<file path="src/verilog/pagerank_cu_settings.svh">
////////////////////////////////////////////////////////////////////////////
// Widths, queue depths and the read limit of the PageRank compute unit
////////////////////////////////////////////////////////////////////////////

`ifndef PAGERANK_CU_SETTINGS_SVH
`define PAGERANK_CU_SETTINGS_SVH

// Field widths
`define PRC_VERTEX_W        16
`define PRC_INDEX_W         16
`define PRC_DEGREE_W        16
`define PRC_DATA_W          32

// Queue depths, all powers of two
`define PRC_VERTEX_DEPTH    16
`define PRC_CMD_DEPTH       8
// Edge reads in flight, also the neighbor queue depth
`define PRC_MAX_OUTSTANDING 8

`endif

</file>
<file path="src/verilog/pagerank_cu_pkg.sv">
////////////////////////////////////////////////////////////////////////////
// Shared types of the PageRank compute unit
// Array kind carried on read commands and responses
// Read response word with its two decodings
////////////////////////////////////////////////////////////////////////////

`include "pagerank_cu_settings.svh"

package pagerank_cu_pkg;

	// Target array of a read, echoed back on its response
	typedef enum logic {
		EDGE_ARRAY_DEST = 1'b0,
		READ_GRAPH_DATA = 1'b1
	} array_kind_t;

	// Edge-array words hold a neighbor id, graph-data words hold a rank
	typedef union packed {
		struct packed {
			logic [`PRC_DATA_W-`PRC_VERTEX_W-1:0] upper;
			logic [`PRC_VERTEX_W-1:0]             id;
		} neighbor;
		logic [`PRC_DATA_W-1:0] rank;
	} read_word_u;

endpackage

</file>
<file path="src/verilog/edge_data_control.sv">
////////////////////////////////////////////////////////////////////////////
// Edge data control
// Queues neighbor ids and presents each as a graph-data read
////////////////////////////////////////////////////////////////////////////

`timescale 1ns/1ps
`include "pagerank_cu_settings.svh"

module edge_data_control (
	input  logic                     clock,
	input  logic                     rstn,
	input  logic                     neighbor_valid,
	input  logic [`PRC_VERTEX_W-1:0] neighbor_id,
	output logic                     req,
	input  logic                     take,
	output logic [`PRC_INDEX_W-1:0]  cmd_address,
	output logic                     neighbor_taken
);

	logic [`PRC_VERTEX_W-1:0] head_id;
	logic                     queue_empty;

	// Sized to the edge-read limit, so it cannot overflow
	sync_fifo #(
		.WIDTH     (`PRC_VERTEX_W),
		.DEPTH     (`PRC_MAX_OUTSTANDING),
		.ALFULL_GAP(1)
	) neighbor_queue (
		.clock   (clock),
		.rstn    (rstn),
		.push    (neighbor_valid),
		.data_in (neighbor_id),
		.pop     (take),
		.data_out(head_id),
		.empty   (queue_empty),
		.full    (),
		.alfull  ()
	);

	// A vertex's rank lives at its own id in the graph data
	assign req         = !queue_empty;
	assign cmd_address = `PRC_INDEX_W'(head_id);

	// One credit back to the edge side per neighbor taken
	always_ff @(posedge clock or negedge rstn) begin
		if (!rstn) begin
			neighbor_taken <= 1'b0;
		end else begin
			neighbor_taken <= take;
		end
	end

	take_from_empty: assert property (@(posedge clock) disable iff (!rstn)
		take |-> !queue_empty);

endmodule

</file>
<file path="src/verilog/edge_job_control.sv">
////////////////////////////////////////////////////////////////////////////
// Edge job control
// Pops one vertex at a time, issues its edge-array reads and
// forwards the returned neighbor ids
////////////////////////////////////////////////////////////////////////////

`timescale 1ns/1ps
`include "pagerank_cu_settings.svh"

module edge_job_control (
	input  logic                        clock,
	input  logic                        rstn,
	input  logic                        vertex_empty,
	output logic                        vertex_pop,
	input  logic [`PRC_VERTEX_W-1:0]    vertex_id,
	input  logic [`PRC_INDEX_W-1:0]     vertex_edge_start,
	input  logic [`PRC_DEGREE_W-1:0]    vertex_degree,
	input  logic                        edge_resp_valid,
	input  pagerank_cu_pkg::read_word_u edge_resp_data,
	output logic                        req,
	input  logic                        take,
	output logic [`PRC_INDEX_W-1:0]     cmd_address,
	output logic                        neighbor_valid,
	output logic [`PRC_VERTEX_W-1:0]    neighbor_id,
	input  logic                        neighbor_taken,
	output logic                        vertex_start,
	output logic [`PRC_VERTEX_W-1:0]    start_id,
	output logic [`PRC_DEGREE_W-1:0]    start_degree,
	input  logic                        vertex_done
);

	localparam int OUT_W = $clog2(`PRC_MAX_OUTSTANDING + 1);
	localparam logic [OUT_W-1:0] OUT_LIMIT = OUT_W'(`PRC_MAX_OUTSTANDING);

	logic                     busy;
	logic [`PRC_INDEX_W-1:0]  edge_start;
	logic [`PRC_DEGREE_W-1:0] issued;
	logic [OUT_W-1:0]         outstanding;

	assign vertex_pop = !busy && !vertex_empty;

	// Edge reads at consecutive indices, throttled by reads in flight
	assign req         = busy && (issued != start_degree) && (outstanding < OUT_LIMIT);
	assign cmd_address = edge_start + `PRC_INDEX_W'(issued);

	// Current vertex
	always_ff @(posedge clock) begin
		if (vertex_pop) begin
			start_id     <= vertex_id;
			edge_start   <= vertex_edge_start;
			start_degree <= vertex_degree;
		end
		if (edge_resp_valid) begin
			neighbor_id <= edge_resp_data.neighbor.id;
		end
	end

	always_ff @(posedge clock or negedge rstn) begin
		if (!rstn) begin
			busy           <= 1'b0;
			vertex_start   <= 1'b0;
			issued         <= '0;
			outstanding    <= '0;
			neighbor_valid <= 1'b0;
		end else begin
			vertex_start   <= vertex_pop;
			neighbor_valid <= edge_resp_valid;
			if (vertex_pop) begin
				busy   <= 1'b1;
				issued <= '0;
			end else begin
				if (vertex_done) begin
					busy <= 1'b0;
				end
				if (take) begin
					issued <= issued + 1'b1;
				end
			end
			// Freed once the data side has turned the neighbor into a command
			case ({take, neighbor_taken})
				2'b10:   outstanding <= outstanding + 1'b1;
				2'b01:   outstanding <= outstanding - 1'b1;
				default: outstanding <= outstanding;
			endcase
		end
	end

	done_while_idle: assert property (@(posedge clock) disable iff (!rstn)
		vertex_done |-> busy);

endmodule

</file>
<file path="src/verilog/pagerank_cu.sv">
////////////////////////////////////////////////////////////////////////////
// PageRank pull-sum compute unit, top level
// Vertex queue, response routing, command FIFO and read bus handshake
////////////////////////////////////////////////////////////////////////////

`timescale 1ns/1ps
`include "pagerank_cu_settings.svh"

module pagerank_cu (
	input  logic                         clock,
	input  logic                         rstn,
	input  logic                         vertex_valid,
	input  logic [`PRC_VERTEX_W-1:0]     vertex_id,
	input  logic [`PRC_INDEX_W-1:0]      vertex_edge_start,
	input  logic [`PRC_DEGREE_W-1:0]     vertex_degree,
	output logic                         vertex_request,
	output logic                         read_bus_request,
	input  logic                         read_bus_grant,
	input  logic                         read_buffer_alfull,
	output logic                         read_cmd_valid,
	output pagerank_cu_pkg::array_kind_t read_cmd_kind,
	output logic [`PRC_INDEX_W-1:0]      read_cmd_address,
	input  logic                         read_resp_valid,
	input  pagerank_cu_pkg::array_kind_t read_resp_kind,
	input  logic [`PRC_DATA_W-1:0]       read_resp_data,
	output logic                         write_valid,
	output logic [`PRC_VERTEX_W-1:0]     write_vertex_id,
	output logic [`PRC_DATA_W-1:0]       write_sum,
	output logic [`PRC_VERTEX_W-1:0]     vertex_count,
	output logic [`PRC_DEGREE_W-1:0]     edge_count
);

	localparam int VQ_W  = `PRC_VERTEX_W + `PRC_INDEX_W + `PRC_DEGREE_W;
	localparam int CMD_W = 1 + `PRC_INDEX_W;

	logic                         vq_empty;
	logic                         vq_pop;
	logic [VQ_W-1:0]              vq_head;
	logic                         edge_req;
	logic                         edge_take;
	logic [`PRC_INDEX_W-1:0]      edge_address;
	logic                         data_req;
	logic                         data_take;
	logic [`PRC_INDEX_W-1:0]      data_address;
	logic                         cmd_push;
	pagerank_cu_pkg::array_kind_t push_kind;
	logic [`PRC_INDEX_W-1:0]      push_address;
	logic [CMD_W-1:0]             cmd_head;
	logic                         cmd_empty;
	logic                         cmd_alfull;
	logic                         grant_q;
	logic                         edge_resp_valid;
	logic                         rank_valid;
	pagerank_cu_pkg::read_word_u  resp_word;
	logic                         neighbor_valid;
	logic [`PRC_VERTEX_W-1:0]     neighbor_id;
	logic                         neighbor_taken;
	logic                         vertex_start;
	logic [`PRC_VERTEX_W-1:0]     start_id;
	logic [`PRC_DEGREE_W-1:0]     start_degree;
	logic                         vertex_done;

	////////////////////////////////////////////////////////////////////////////
	// Vertex queue
	////////////////////////////////////////////////////////////////////////////

	sync_fifo #(.WIDTH(VQ_W), .DEPTH(`PRC_VERTEX_DEPTH), .ALFULL_GAP(2)) vertex_queue (
		.clock   (clock),
		.rstn    (rstn),
		.push    (vertex_valid),
		.data_in ({vertex_id, vertex_edge_start, vertex_degree}),
		.pop     (vq_pop),
		.data_out(vq_head),
		.empty   (vq_empty),
		.full    (),
		.alfull  ()
	);

	////////////////////////////////////////////////////////////////////////////
	// Engines
	////////////////////////////////////////////////////////////////////////////

	edge_job_control edge_job (
		.clock            (clock),
		.rstn             (rstn),
		.vertex_empty     (vq_empty),
		.vertex_pop       (vq_pop),
		.vertex_id        (vq_head[VQ_W-1 -: `PRC_VERTEX_W]),
		.vertex_edge_start(vq_head[`PRC_DEGREE_W +: `PRC_INDEX_W]),
		.vertex_degree    (vq_head[`PRC_DEGREE_W-1:0]),
		.edge_resp_valid  (edge_resp_valid),
		.edge_resp_data   (resp_word),
		.req              (edge_req),
		.take             (edge_take),
		.cmd_address      (edge_address),
		.neighbor_valid   (neighbor_valid),
		.neighbor_id      (neighbor_id),
		.neighbor_taken   (neighbor_taken),
		.vertex_start     (vertex_start),
		.start_id         (start_id),
		.start_degree     (start_degree),
		.vertex_done      (vertex_done)
	);

	edge_data_control edge_data (
		.clock         (clock),
		.rstn          (rstn),
		.neighbor_valid(neighbor_valid),
		.neighbor_id   (neighbor_id),
		.req           (data_req),
		.take          (data_take),
		.cmd_address   (data_address),
		.neighbor_taken(neighbor_taken)
	);

	sum_kernel sum (
		.clock          (clock),
		.rstn           (rstn),
		.vertex_start   (vertex_start),
		.start_id       (start_id),
		.start_degree   (start_degree),
		.rank_valid     (rank_valid),
		.rank_data      (resp_word),
		.vertex_done    (vertex_done),
		.write_valid    (write_valid),
		.write_vertex_id(write_vertex_id),
		.write_sum      (write_sum),
		.vertex_count   (vertex_count),
		.edge_count     (edge_count)
	);

	////////////////////////////////////////////////////////////////////////////
	// Read command path
	////////////////////////////////////////////////////////////////////////////

	read_command_arbiter arbiter (
		.clock       (clock),
		.rstn        (rstn),
		.edge_req    (edge_req),
		.edge_address(edge_address),
		.edge_take   (edge_take),
		.data_req    (data_req),
		.data_address(data_address),
		.data_take   (data_take),
		.cmd_alfull  (cmd_alfull),
		.push        (cmd_push),
		.push_kind   (push_kind),
		.push_address(push_address)
	);

	// Gap of two covers the push still in flight behind a take
	sync_fifo #(.WIDTH(CMD_W), .DEPTH(`PRC_CMD_DEPTH), .ALFULL_GAP(2)) cmd_fifo (
		.clock   (clock),
		.rstn    (rstn),
		.push    (cmd_push),
		.data_in ({push_kind, push_address}),
		.pop     (grant_q),
		.data_out(cmd_head),
		.empty   (cmd_empty),
		.full    (),
		.alfull  (cmd_alfull)
	);

	// Registered bus handshake, response routing by kind
	always_ff @(posedge clock or negedge rstn) begin
		if (!rstn) begin
			grant_q          <= 1'b0;
			read_bus_request <= 1'b0;
			read_cmd_valid   <= 1'b0;
			vertex_request   <= 1'b0;
			edge_resp_valid  <= 1'b0;
			rank_valid       <= 1'b0;
		end else begin
			grant_q          <= read_bus_grant;
			read_bus_request <= !cmd_empty && !read_buffer_alfull;
			read_cmd_valid   <= grant_q && !cmd_empty;
			vertex_request   <= vq_empty;
			edge_resp_valid  <= read_resp_valid
				&& (read_resp_kind == pagerank_cu_pkg::EDGE_ARRAY_DEST);
			rank_valid       <= read_resp_valid
				&& (read_resp_kind == pagerank_cu_pkg::READ_GRAPH_DATA);
		end
	end

	always_ff @(posedge clock) begin
		if (grant_q) begin
			read_cmd_kind    <= pagerank_cu_pkg::array_kind_t'(cmd_head[CMD_W-1]);
			read_cmd_address <= cmd_head[`PRC_INDEX_W-1:0];
		end
		if (read_resp_valid) begin
			resp_word <= read_resp_data;
		end
	end

	// A grant only follows a request, so a command is always waiting
	grant_finds_cmd: assert property (@(posedge clock) disable iff (!rstn)
		grant_q |-> !cmd_empty);

endmodule

</file>
<file path="src/verilog/read_command_arbiter.sv">
////////////////////////////////////////////////////////////////////////////
// Round-robin arbiter for the edge and data read commands
// Winner is registered into a command FIFO push
////////////////////////////////////////////////////////////////////////////

`timescale 1ns/1ps
`include "pagerank_cu_settings.svh"

module read_command_arbiter (
	input  logic                         clock,
	input  logic                         rstn,
	input  logic                         edge_req,
	input  logic [`PRC_INDEX_W-1:0]      edge_address,
	output logic                         edge_take,
	input  logic                         data_req,
	input  logic [`PRC_INDEX_W-1:0]      data_address,
	output logic                         data_take,
	input  logic                         cmd_alfull,
	output logic                         push,
	output pagerank_cu_pkg::array_kind_t push_kind,
	output logic [`PRC_INDEX_W-1:0]      push_address
);

	logic last_data;
	logic edge_win;
	logic data_win;

	// On a tie the side that lost last time goes first
	assign edge_win  = edge_req && (!data_req || last_data);
	assign data_win  = data_req && (!edge_req || !last_data);
	assign edge_take = edge_win && !cmd_alfull;
	assign data_take = data_win && !cmd_alfull;

	always_ff @(posedge clock or negedge rstn) begin
		if (!rstn) begin
			push      <= 1'b0;
			last_data <= 1'b0;
		end else begin
			push <= edge_take || data_take;
			if (edge_take || data_take) begin
				last_data <= data_take;
			end
		end
	end

	always_ff @(posedge clock) begin
		if (data_take) begin
			push_kind    <= pagerank_cu_pkg::READ_GRAPH_DATA;
			push_address <= data_address;
		end else if (edge_take) begin
			push_kind    <= pagerank_cu_pkg::EDGE_ARRAY_DEST;
			push_address <= edge_address;
		end
	end

	one_take: assert property (@(posedge clock) disable iff (!rstn)
		!(edge_take && data_take));

endmodule

</file>
<file path="src/verilog/sum_kernel.sv">
////////////////////////////////////////////////////////////////////////////
// Sum kernel
// Adds the neighbor ranks of the current vertex, emits the write
// pulse and keeps the completed vertex and edge counts
////////////////////////////////////////////////////////////////////////////

`timescale 1ns/1ps
`include "pagerank_cu_settings.svh"

module sum_kernel (
	input  logic                        clock,
	input  logic                        rstn,
	input  logic                        vertex_start,
	input  logic [`PRC_VERTEX_W-1:0]    start_id,
	input  logic [`PRC_DEGREE_W-1:0]    start_degree,
	input  logic                        rank_valid,
	input  pagerank_cu_pkg::read_word_u rank_data,
	output logic                        vertex_done,
	output logic                        write_valid,
	output logic [`PRC_VERTEX_W-1:0]    write_vertex_id,
	output logic [`PRC_DATA_W-1:0]      write_sum,
	output logic [`PRC_VERTEX_W-1:0]    vertex_count,
	output logic [`PRC_DEGREE_W-1:0]    edge_count
);

	logic                     active;
	logic                     finish;
	logic [`PRC_DEGREE_W-1:0] degree;
	logic [`PRC_DEGREE_W-1:0] rank_count;

	// Complete once every rank is in; degree zero finishes at once
	assign finish      = active && (rank_count == degree);
	assign vertex_done = finish;
	assign write_valid = finish;

	// Sum wraps at the word width
	always_ff @(posedge clock) begin
		if (vertex_start) begin
			write_vertex_id <= start_id;
			degree          <= start_degree;
			write_sum       <= '0;
		end else if (rank_valid) begin
			write_sum <= write_sum + rank_data.rank;
		end
	end

	always_ff @(posedge clock or negedge rstn) begin
		if (!rstn) begin
			active       <= 1'b0;
			rank_count   <= '0;
			vertex_count <= '0;
			edge_count   <= '0;
		end else begin
			if (vertex_start) begin
				active     <= 1'b1;
				rank_count <= '0;
			end else if (finish) begin
				active <= 1'b0;
			end else if (rank_valid) begin
				rank_count <= rank_count + 1'b1;
			end
			if (finish) begin
				vertex_count <= vertex_count + 1'b1;
				edge_count   <= edge_count + degree;
			end
		end
	end

	// More ranks than edges means a response was misrouted
	rank_overrun: assert property (@(posedge clock) disable iff (!rstn)
		rank_valid |-> (active && (rank_count < degree)));

endmodule

</file>
<file path="src/verilog/sync_fifo.sv">
////////////////////////////////////////////////////////////////////////////
// Synchronous FIFO, first-word fall-through, with almost-full flag
////////////////////////////////////////////////////////////////////////////

`timescale 1ns/1ps

module sync_fifo #(
	parameter int WIDTH      = 8,
	parameter int DEPTH      = 8,
	parameter int ALFULL_GAP = 2
) (
	input  logic             clock,
	input  logic             rstn,
	input  logic             push,
	input  logic [WIDTH-1:0] data_in,
	input  logic             pop,
	output logic [WIDTH-1:0] data_out,
	output logic             empty,
	output logic             full,
	output logic             alfull
);

	// Pointers wrap on their own since DEPTH is a power of two
	localparam int PTR_W = $clog2(DEPTH);
	localparam logic [PTR_W:0] FULL_COUNT   = (PTR_W + 1)'(DEPTH);
	localparam logic [PTR_W:0] ALFULL_COUNT = (PTR_W + 1)'(DEPTH - ALFULL_GAP);

	logic [WIDTH-1:0] mem [DEPTH];
	logic [PTR_W-1:0] wr_ptr;
	logic [PTR_W-1:0] rd_ptr;
	logic [PTR_W:0]   count;
	logic             do_push;
	logic             do_pop;

	assign do_push = push && !full;
	assign do_pop  = pop && !empty;

	always_ff @(posedge clock) begin
		if (do_push) begin
			mem[wr_ptr] <= data_in;
		end
	end

	// Head word is visible before it is popped
	assign data_out = mem[rd_ptr];

	always_ff @(posedge clock or negedge rstn) begin
		if (!rstn) begin
			wr_ptr <= '0;
			rd_ptr <= '0;
			count  <= '0;
		end else begin
			if (do_push) begin
				wr_ptr <= wr_ptr + 1'b1;
			end
			if (do_pop) begin
				rd_ptr <= rd_ptr + 1'b1;
			end
			case ({do_push, do_pop})
				2'b10:   count <= count + 1'b1;
				2'b01:   count <= count - 1'b1;
				default: count <= count;
			endcase
		end
	end

	assign empty  = (count == '0);
	assign full   = (count == FULL_COUNT);
	assign alfull = (count >= ALFULL_COUNT);

	// Producers hold off on full
	push_while_full: assert property (@(posedge clock) disable iff (!rstn)
		!(push && full));

endmodule
</file>
<file path="config.mk">
export PLATFORM = sky130hd
export DESIGN_NAME = pagerank_cu
export DESIGN_NICKNAME = d
export VERILOG_FILES = /design/src/verilog/pagerank_cu_pkg.sv /design/src/verilog/edge_data_control.sv /design/src/verilog/edge_job_control.sv /design/src/verilog/pagerank_cu.sv /design/src/verilog/read_command_arbiter.sv /design/src/verilog/sum_kernel.sv /design/src/verilog/sync_fifo.sv
export VERILOG_INCLUDE_DIRS = /design/src /design/src/verilog
export SDC_FILE = /design/constraint.sdc
export NUM_CORES = 1
export LEC_CHECK = 0
export BUFFER_PORTS_ARGS = -buffer_cell sky130_fd_sc_hd__buf_2
export CORE_MARGIN = 5
export CORE_UTILIZATION = 30
export CTS_CLUSTER_SIZE = 20
export DETAILED_ROUTE_END_ITERATION = 16
export GPL_ROUTABILITY_DRIVEN = 0
export HOLD_SLACK_MARGIN = 0.02
export PLACE_DENSITY = 0.55
export SYNTH_ARGS = -nofsm -noshare
export SYNTH_HDL_FRONTEND = slang
export SYNTH_SLANG_ARGS = --single-unit
</file>
<file path="constraint.sdc">
create_clock -name clock -period 6.9 [get_ports clock]
set_clock_uncertainty 0.1 [all_clocks]
set_input_delay 0.345 -clock clock [delete_from_list [all_inputs] [get_ports clock]]
set_output_delay 0.345 -clock clock [all_outputs]
set_load 0.02 [all_outputs]
</file>
* Word level (Yosys, flattened, before mapping)
Memories as Yosys holds them, arrays and structs flattened. A register that Yosys moved wholly into a read port is not among the register bits. Cells that the tools add are included.
Storage, ports and cells: bits in registers 243, bits in writable memories 1032, bits of input ports 87, output and inout port bits 101, word-level logic and storage cells 138, memories kept 3
Operators by class: $add $sub $neg 20, order comparisons 2, eq/ne operators 14, multiplexer cells 20, bitwise logic cells 1, reductions and logical operators 44
Memory list:
- vertex_queue.mem | words 16, bits a word 48, read ports 1, clocked after Yosys merged registers in 1, wr ports 1, RTL line sync_fifo.sv:28 | logic [WIDTH-1:0] mem [DEPTH];
- cmd_fifo.mem | words 8, bits a word 17, read ports 1, clocked after Yosys merged registers in 1, wr ports 1, RTL line sync_fifo.sv:28
- edge_data.neighbor_queue.mem | words 8, bits a word 16, read ports 1, clocked after Yosys merged registers in 0, wr ports 1, RTL line sync_fifo.sv:28
Operators by type and width (number):
- $mux W16 | 7
- $add A16 B1 Y16 const B | 3
- $add A16 B16 Y16 | 2
- $add A32 B32 Y32 | 1
- $pmux W4 S2 | 3
- $add A4 B1 Y4 const B | 5
- $reduce_bool A2 Y1 | 9
- $logic_and A1 B1 Y1 | 17
- $eq A16 B16 Y1 | 1
- $ne A16 B16 Y1 | 1
- $add A3 B1 Y3 const B | 4
- $sub A4 B1 Y4 const B | 3
- $logic_not A1 Y1 | 11
- $pmux W5 S2 | 1
- $mux W1 | 9
- $eq A2 B1 Y1 const B | 4
- $eq A2 B2 Y1 const B | 4
- $eq A4 B4 Y1 const B | 2
- $logic_not A4 Y1 | 2
- $add A5 B1 Y5 const B | 1
- $eq A5 B5 Y1 const B | 1
- $logic_not A5 Y1 | 1
- $sub A5 B1 Y5 const B | 1
- $ge A4 B3 Y1 const B | 1
- other kinds (5) | 7

* Depth between registers and ports, before layout
word-level depth 10, depth in mapped cells 14

* Modules after synthesis
Synthesis repeated with hierarchy kept, for this count alone.
Second synthesis, totals: cells, all modules 3155, area total of the unflattened synthesis 55127.9 µm²
Modules (own cells, without submodules):
- sync_fifo (vertex_queue) | times used 1, cells an instance 1467, area each 30141.4 µm²
- sum_kernel | times used 1, cells an instance 743, area each 6931.6 µm²
- sync_fifo (cmd_fifo) | times used 1, cells an instance 265, area each 5859.4 µm²
- sync_fifo (edge_data.neighbor_queue) | times used 1, cells an instance 255, area each 5586.6 µm²
- edge_job_control | times used 1, cells an instance 315, area each 4083.9 µm²
- pagerank_cu | times used 1, cells an instance 59, area each 1647.8 µm²
- read_command_arbiter | times used 1, cells an instance 49, area each 848.3 µm²
- edge_data_control | times used 1, cells an instance 2, area each 28.8 µm²

* Least setup slack after synthesis
No wires, ideal clock.
path kind flip-flop to flip-flop, from register vertex_queue.count[0], to memory vertex_queue.mem[3][0] (netlist name) (enable), arrival time 4.389 ns, setup slack 1.898 ns, stages on the path, launching flop included 5, period minus slack after synthesis 5.002 ns, cell sequence dfrtp_1 nor4_1 a21boi_1 nand2_1 nor3_1
Between the ends: word-level cells in the longest chain between the ends 5
Ends and longest elaborated chain:
- start, declared | RTL line sync_fifo.sv:31 | logic [PTR_W:0] count;
- start signal, assigned | RTL line sync_fifo.sv:60 | 2'b10: count <= count + 1'b1;
- start signal, assigned | RTL line sync_fifo.sv:61 | 2'b01: count <= count - 1'b1;
- start signal, assigned | RTL line sync_fifo.sv:62 | default: count <= count;
- $eq A5 B5 Y1 | RTL line sync_fifo.sv:68 | assign full = (count == FULL_COUNT);
- $logic_not A1 Y1 | RTL line sync_fifo.sv:35 | assign do_push = push && !full;
- $logic_and A1 B1 Y1 | RTL line sync_fifo.sv:35
- $mux W1 | RTL line sync_fifo.sv:39 | if (do_push) begin
- $mux W1 (implied by the code) | RTL line sync_fifo.sv:40 | mem[wr_ptr] <= data_in;
- end, declared | RTL line sync_fifo.sv:28
No other way between the ends.

* Worst setup path after layout
from register vertex_queue.count[0], to memory vertex_queue.mem[6][17] (netlist name) (enable)
The elaborated chain is that of the path after synthesis.

==> results.sh <==
export IMPL_wl_met3_microns=6372
export IMPL_dieArea_sq_um=186900
export IMPL_cp_slowest_cell="nor2_4"
export IMPL_synthCells=2760
export IMPL_cap_violations=0
export IMPL_syn2layout_area_growth_pct=17.77
export IMPL_worst_pin_slew_ns=1.063
export IMPL_syn_area_per_cell_sq_um=19.39
export IMPL_ctsLongestPathBuffers=3
export IMPL_first_pass_iters=8
export IMPL_insertion_delay_ns=0.76
export IMPL_dp_worst_setup_slack_ns=3.324
export IMPL_rsz0062_at_grt="false"
export IMPL_synthTopCellsByCount="1193 x edfxtp_1, 306 x mux4_2, 114 x dfrtp_1"
export IMPL_ys_flop_type="edfxtp_1"
export IMPL_ys_types=72
export IMPL_synth_most_common_cell="edfxtp_1"
export IMPL_synth_top_area_cell="edfxtp_1"
export IMPL_endpoint_kind="register"
export IMPL_rows=155
export IMPL_syn_nets=2939
export IMPL_finalMaxSlewViolations=0
export IMPL_yosysWarnings=0
export IMPL_cts_reportedPaths_clkPinSlew_ns=0.06
export IMPL_crit_chain="nor4_1, a21boi_1, nand2_1, nor2_4, buf_4"
export IMPL_placedInstanceArea_sq_um=57570
export IMPL_fillers=16560
export IMPL_hold_class="in -> async"
export IMPL_wl_microns=128000
export IMPL_highest_layer="met5"
export IMPL_post_drt_wl_per_cell_microns=22.85
export IMPL_synth_area_sq_um=53510
export IMPL_portBuffers=187
export IMPL_final_setup_viol_count=0
export IMPL_final_util=0.3543
export IMPL_yosys_register_bits=1340
export IMPL_drc_errors=0
export IMPL_initial_core_util=0.3009
export IMPL_criticalPathCategory="reg -> reg"
export IMPL_dieHeight_microns=432.3
export IMPL_max_freq_mhz=290.0
export IMPL_grt_use_total=0.1363
export IMPL_setup_tns_ns=0
export IMPL_outcome="completed"
export IMPL_grt_pass1_vias=27520
export IMPL_hold_viol=0
export IMPL_synthAdderAreaFrac=0.02236
export IMPL_cts_sinks=1340
export IMPL_wl_met2_microns=63870
export IMPL_core_sq_um=177800
export IMPL_finish_instance_area_sq_um=63010
export IMPL_cts_root_buf="clkbuf_16"
export IMPL_ir_worst_vdd_v=0.0002008
export IMPL_grt_start_max_net_pins=144
export IMPL_wl_met1_microns=55410
export IMPL_synth_compound_area_frac=0.03117
export IMPL_fin_crit_ns=3.449
export IMPL_overflow=0
export IMPL_async_flop_share=0.08507
export IMPL_vias=26600
export IMPL_setup_ws_ns=3.451
export IMPL_synth_area_top_cells="edfxtp_1 67%, mux4_2 13%, dfrtp_1 5.3%"
export IMPL_slowest_delay_ns=0.72
export IMPL_synth_simple_area_share=0.03697
export IMPL_relSlewSlack=0.2911
export IMPL_drtIter0Drc=2113
export IMPL_cts_setup_buffers=0
export IMPL_synth_top_area_share=0.6696
export IMPL_io_pins=188
export IMPL_leakage_nw=21.12
export IMPL_synth_seq_area_share=0.7352
export IMPL_grt_first_pass_wirelength_microns=188500
export IMPL_avgViaCountPerCell=4.750
export IMPL_die_w_microns=432.3
export IMPL_synth_top_family_by_area="multiplexers"
export IMPL_p_total_w=0.02304
export IMPL_cts_buffers=145
export IMPL_fin_crit_sh=0.4998
export IMPL_start_kind="register"
export IMPL_cp_required_ns=7.18
export IMPL_synth_edf_count=1193
export IMPL_cp_max_fo=33
export IMPL_synthMuxAreaShare=0.1390
export IMPL_ant_nets=0
export IMPL_cts_tree="done"
export IMPL_power_density_nw_per_um2=365.7
export IMPL_antenna_found_initial=17
export IMPL_cts_htree_levels=4
export IMPL_dp_hpwl_microns=73530
export IMPL_synth_xor_area_frac=0.02324
export IMPL_worstPathArrival_ns=3.73
export IMPL_final_nets=3302
export IMPL_drive_above_1_share=0.2551
==> what timing repair did <==
action	in CTS	in global routing
hold endpoints to repair	868	0
hold buffers	85	0
gates resized for setup	0	0
==> metrics by stage <==
step	cells	hold WS, ns
after floorplan	2760	-0.05059
after global placement	5246	0.3062
after detailed placement	5246	0.3022
after CTS	5593	0.04118
after global routing	5598	0.08432
final	5601	0.06834
==> power breakdown <==
part           internal (W)  switching, W
clock network       0.00433       0.00319
logic               0.00206       0.00266
registers            0.0101      0.000700
==> final timing paths <==
check	startpoint	to	slack [ns]	cells after the start
min	rstn	rank_valid$_DFF_PN0_	0.07	2
min in group clock	read_resp_valid	resp_word[26]$_DFFE_PP_	0.16	1
max	vertex_queue.count[0]$_DFFE_PN0P_	vertex_queue.mem[6][17]$_DFFE_PP_	3.45	5
max in group asynchronous	rstn	vertex_queue.rd_ptr[2]$_DFFE_PN0P_	5.22	3
min reg2reg	edge_job.start_id[0]$_DFFE_PP_	sum.write_vertex_id[0]$_DFFE_PP_	0.34	0
max reg2reg	vertex_queue.count[0]$_DFFE_PN0P_	vertex_queue.mem[6][17]$_DFFE_PP_	3.45	5
==> registers in the layout, indices dropped and copies added, names as in the netlist, 32 cells and up <==
signal                        count
resp_word                        32
cmd_fifo.mem                    136
sum.write_sum                    32
vertex_queue.mem                768
edge_data.neighbor_queue.mem    128
==> critical path: cells and delay by family, from the launching register on <==
kind | cells | cell delay [ns]
AOI/OAI and AO/OA | 1 | 0.59
DFF | 1 | 0.41
buffers and inverters | 1 | 0.71
and+or+nand+nor | 3 | 1.21
==> layout make-up <==
cell class	instances	area (sq um)	area share
multi-input combinational	1260	13690	0.2172
antenna	8	20.02	0.0003177
tap	2355	2947	0.04676
clock buffer	188	3915	0.06213
inverter	46	172.7	0.002740
clock inverter	74	654.4	0.01038
timing repair buffer	330	2253	0.03576
sequential	1340	39360	0.6247
==> kinds of logic after synthesis <==
logic type | Yosys count
xor gates and xnor gates | 142
and+or+nand+nor | 404
adders and majority gates | 92
AOI/OAI and AO/OA | 265
DFF | 1340
buffers and inverters | 160
muxes | 357
==> cell usage in the layout, fill, tap and decap left out, types with 79 or more instances in the layout <==
cell type         n
a21oi_1          79
buf_2           186
clkbuf_16       149
dfrtp_1         105
dlygate4sd3_1    85
edfxtp_1       1193
ha_1             86
mux4_2          306
nand2_1         107
nor2_1           94
xnor2_1          88
==> routing by layer <==
metal / global-route usage / vias to the layer above
met5: 0 / -
met4: 0.03291 / 2
met3: 0.02656 / 152
met2: 0.2302 / 631
met1: 0.1822 / 13960
li1: - / 11860
Power figures use the tool's default switching activity.
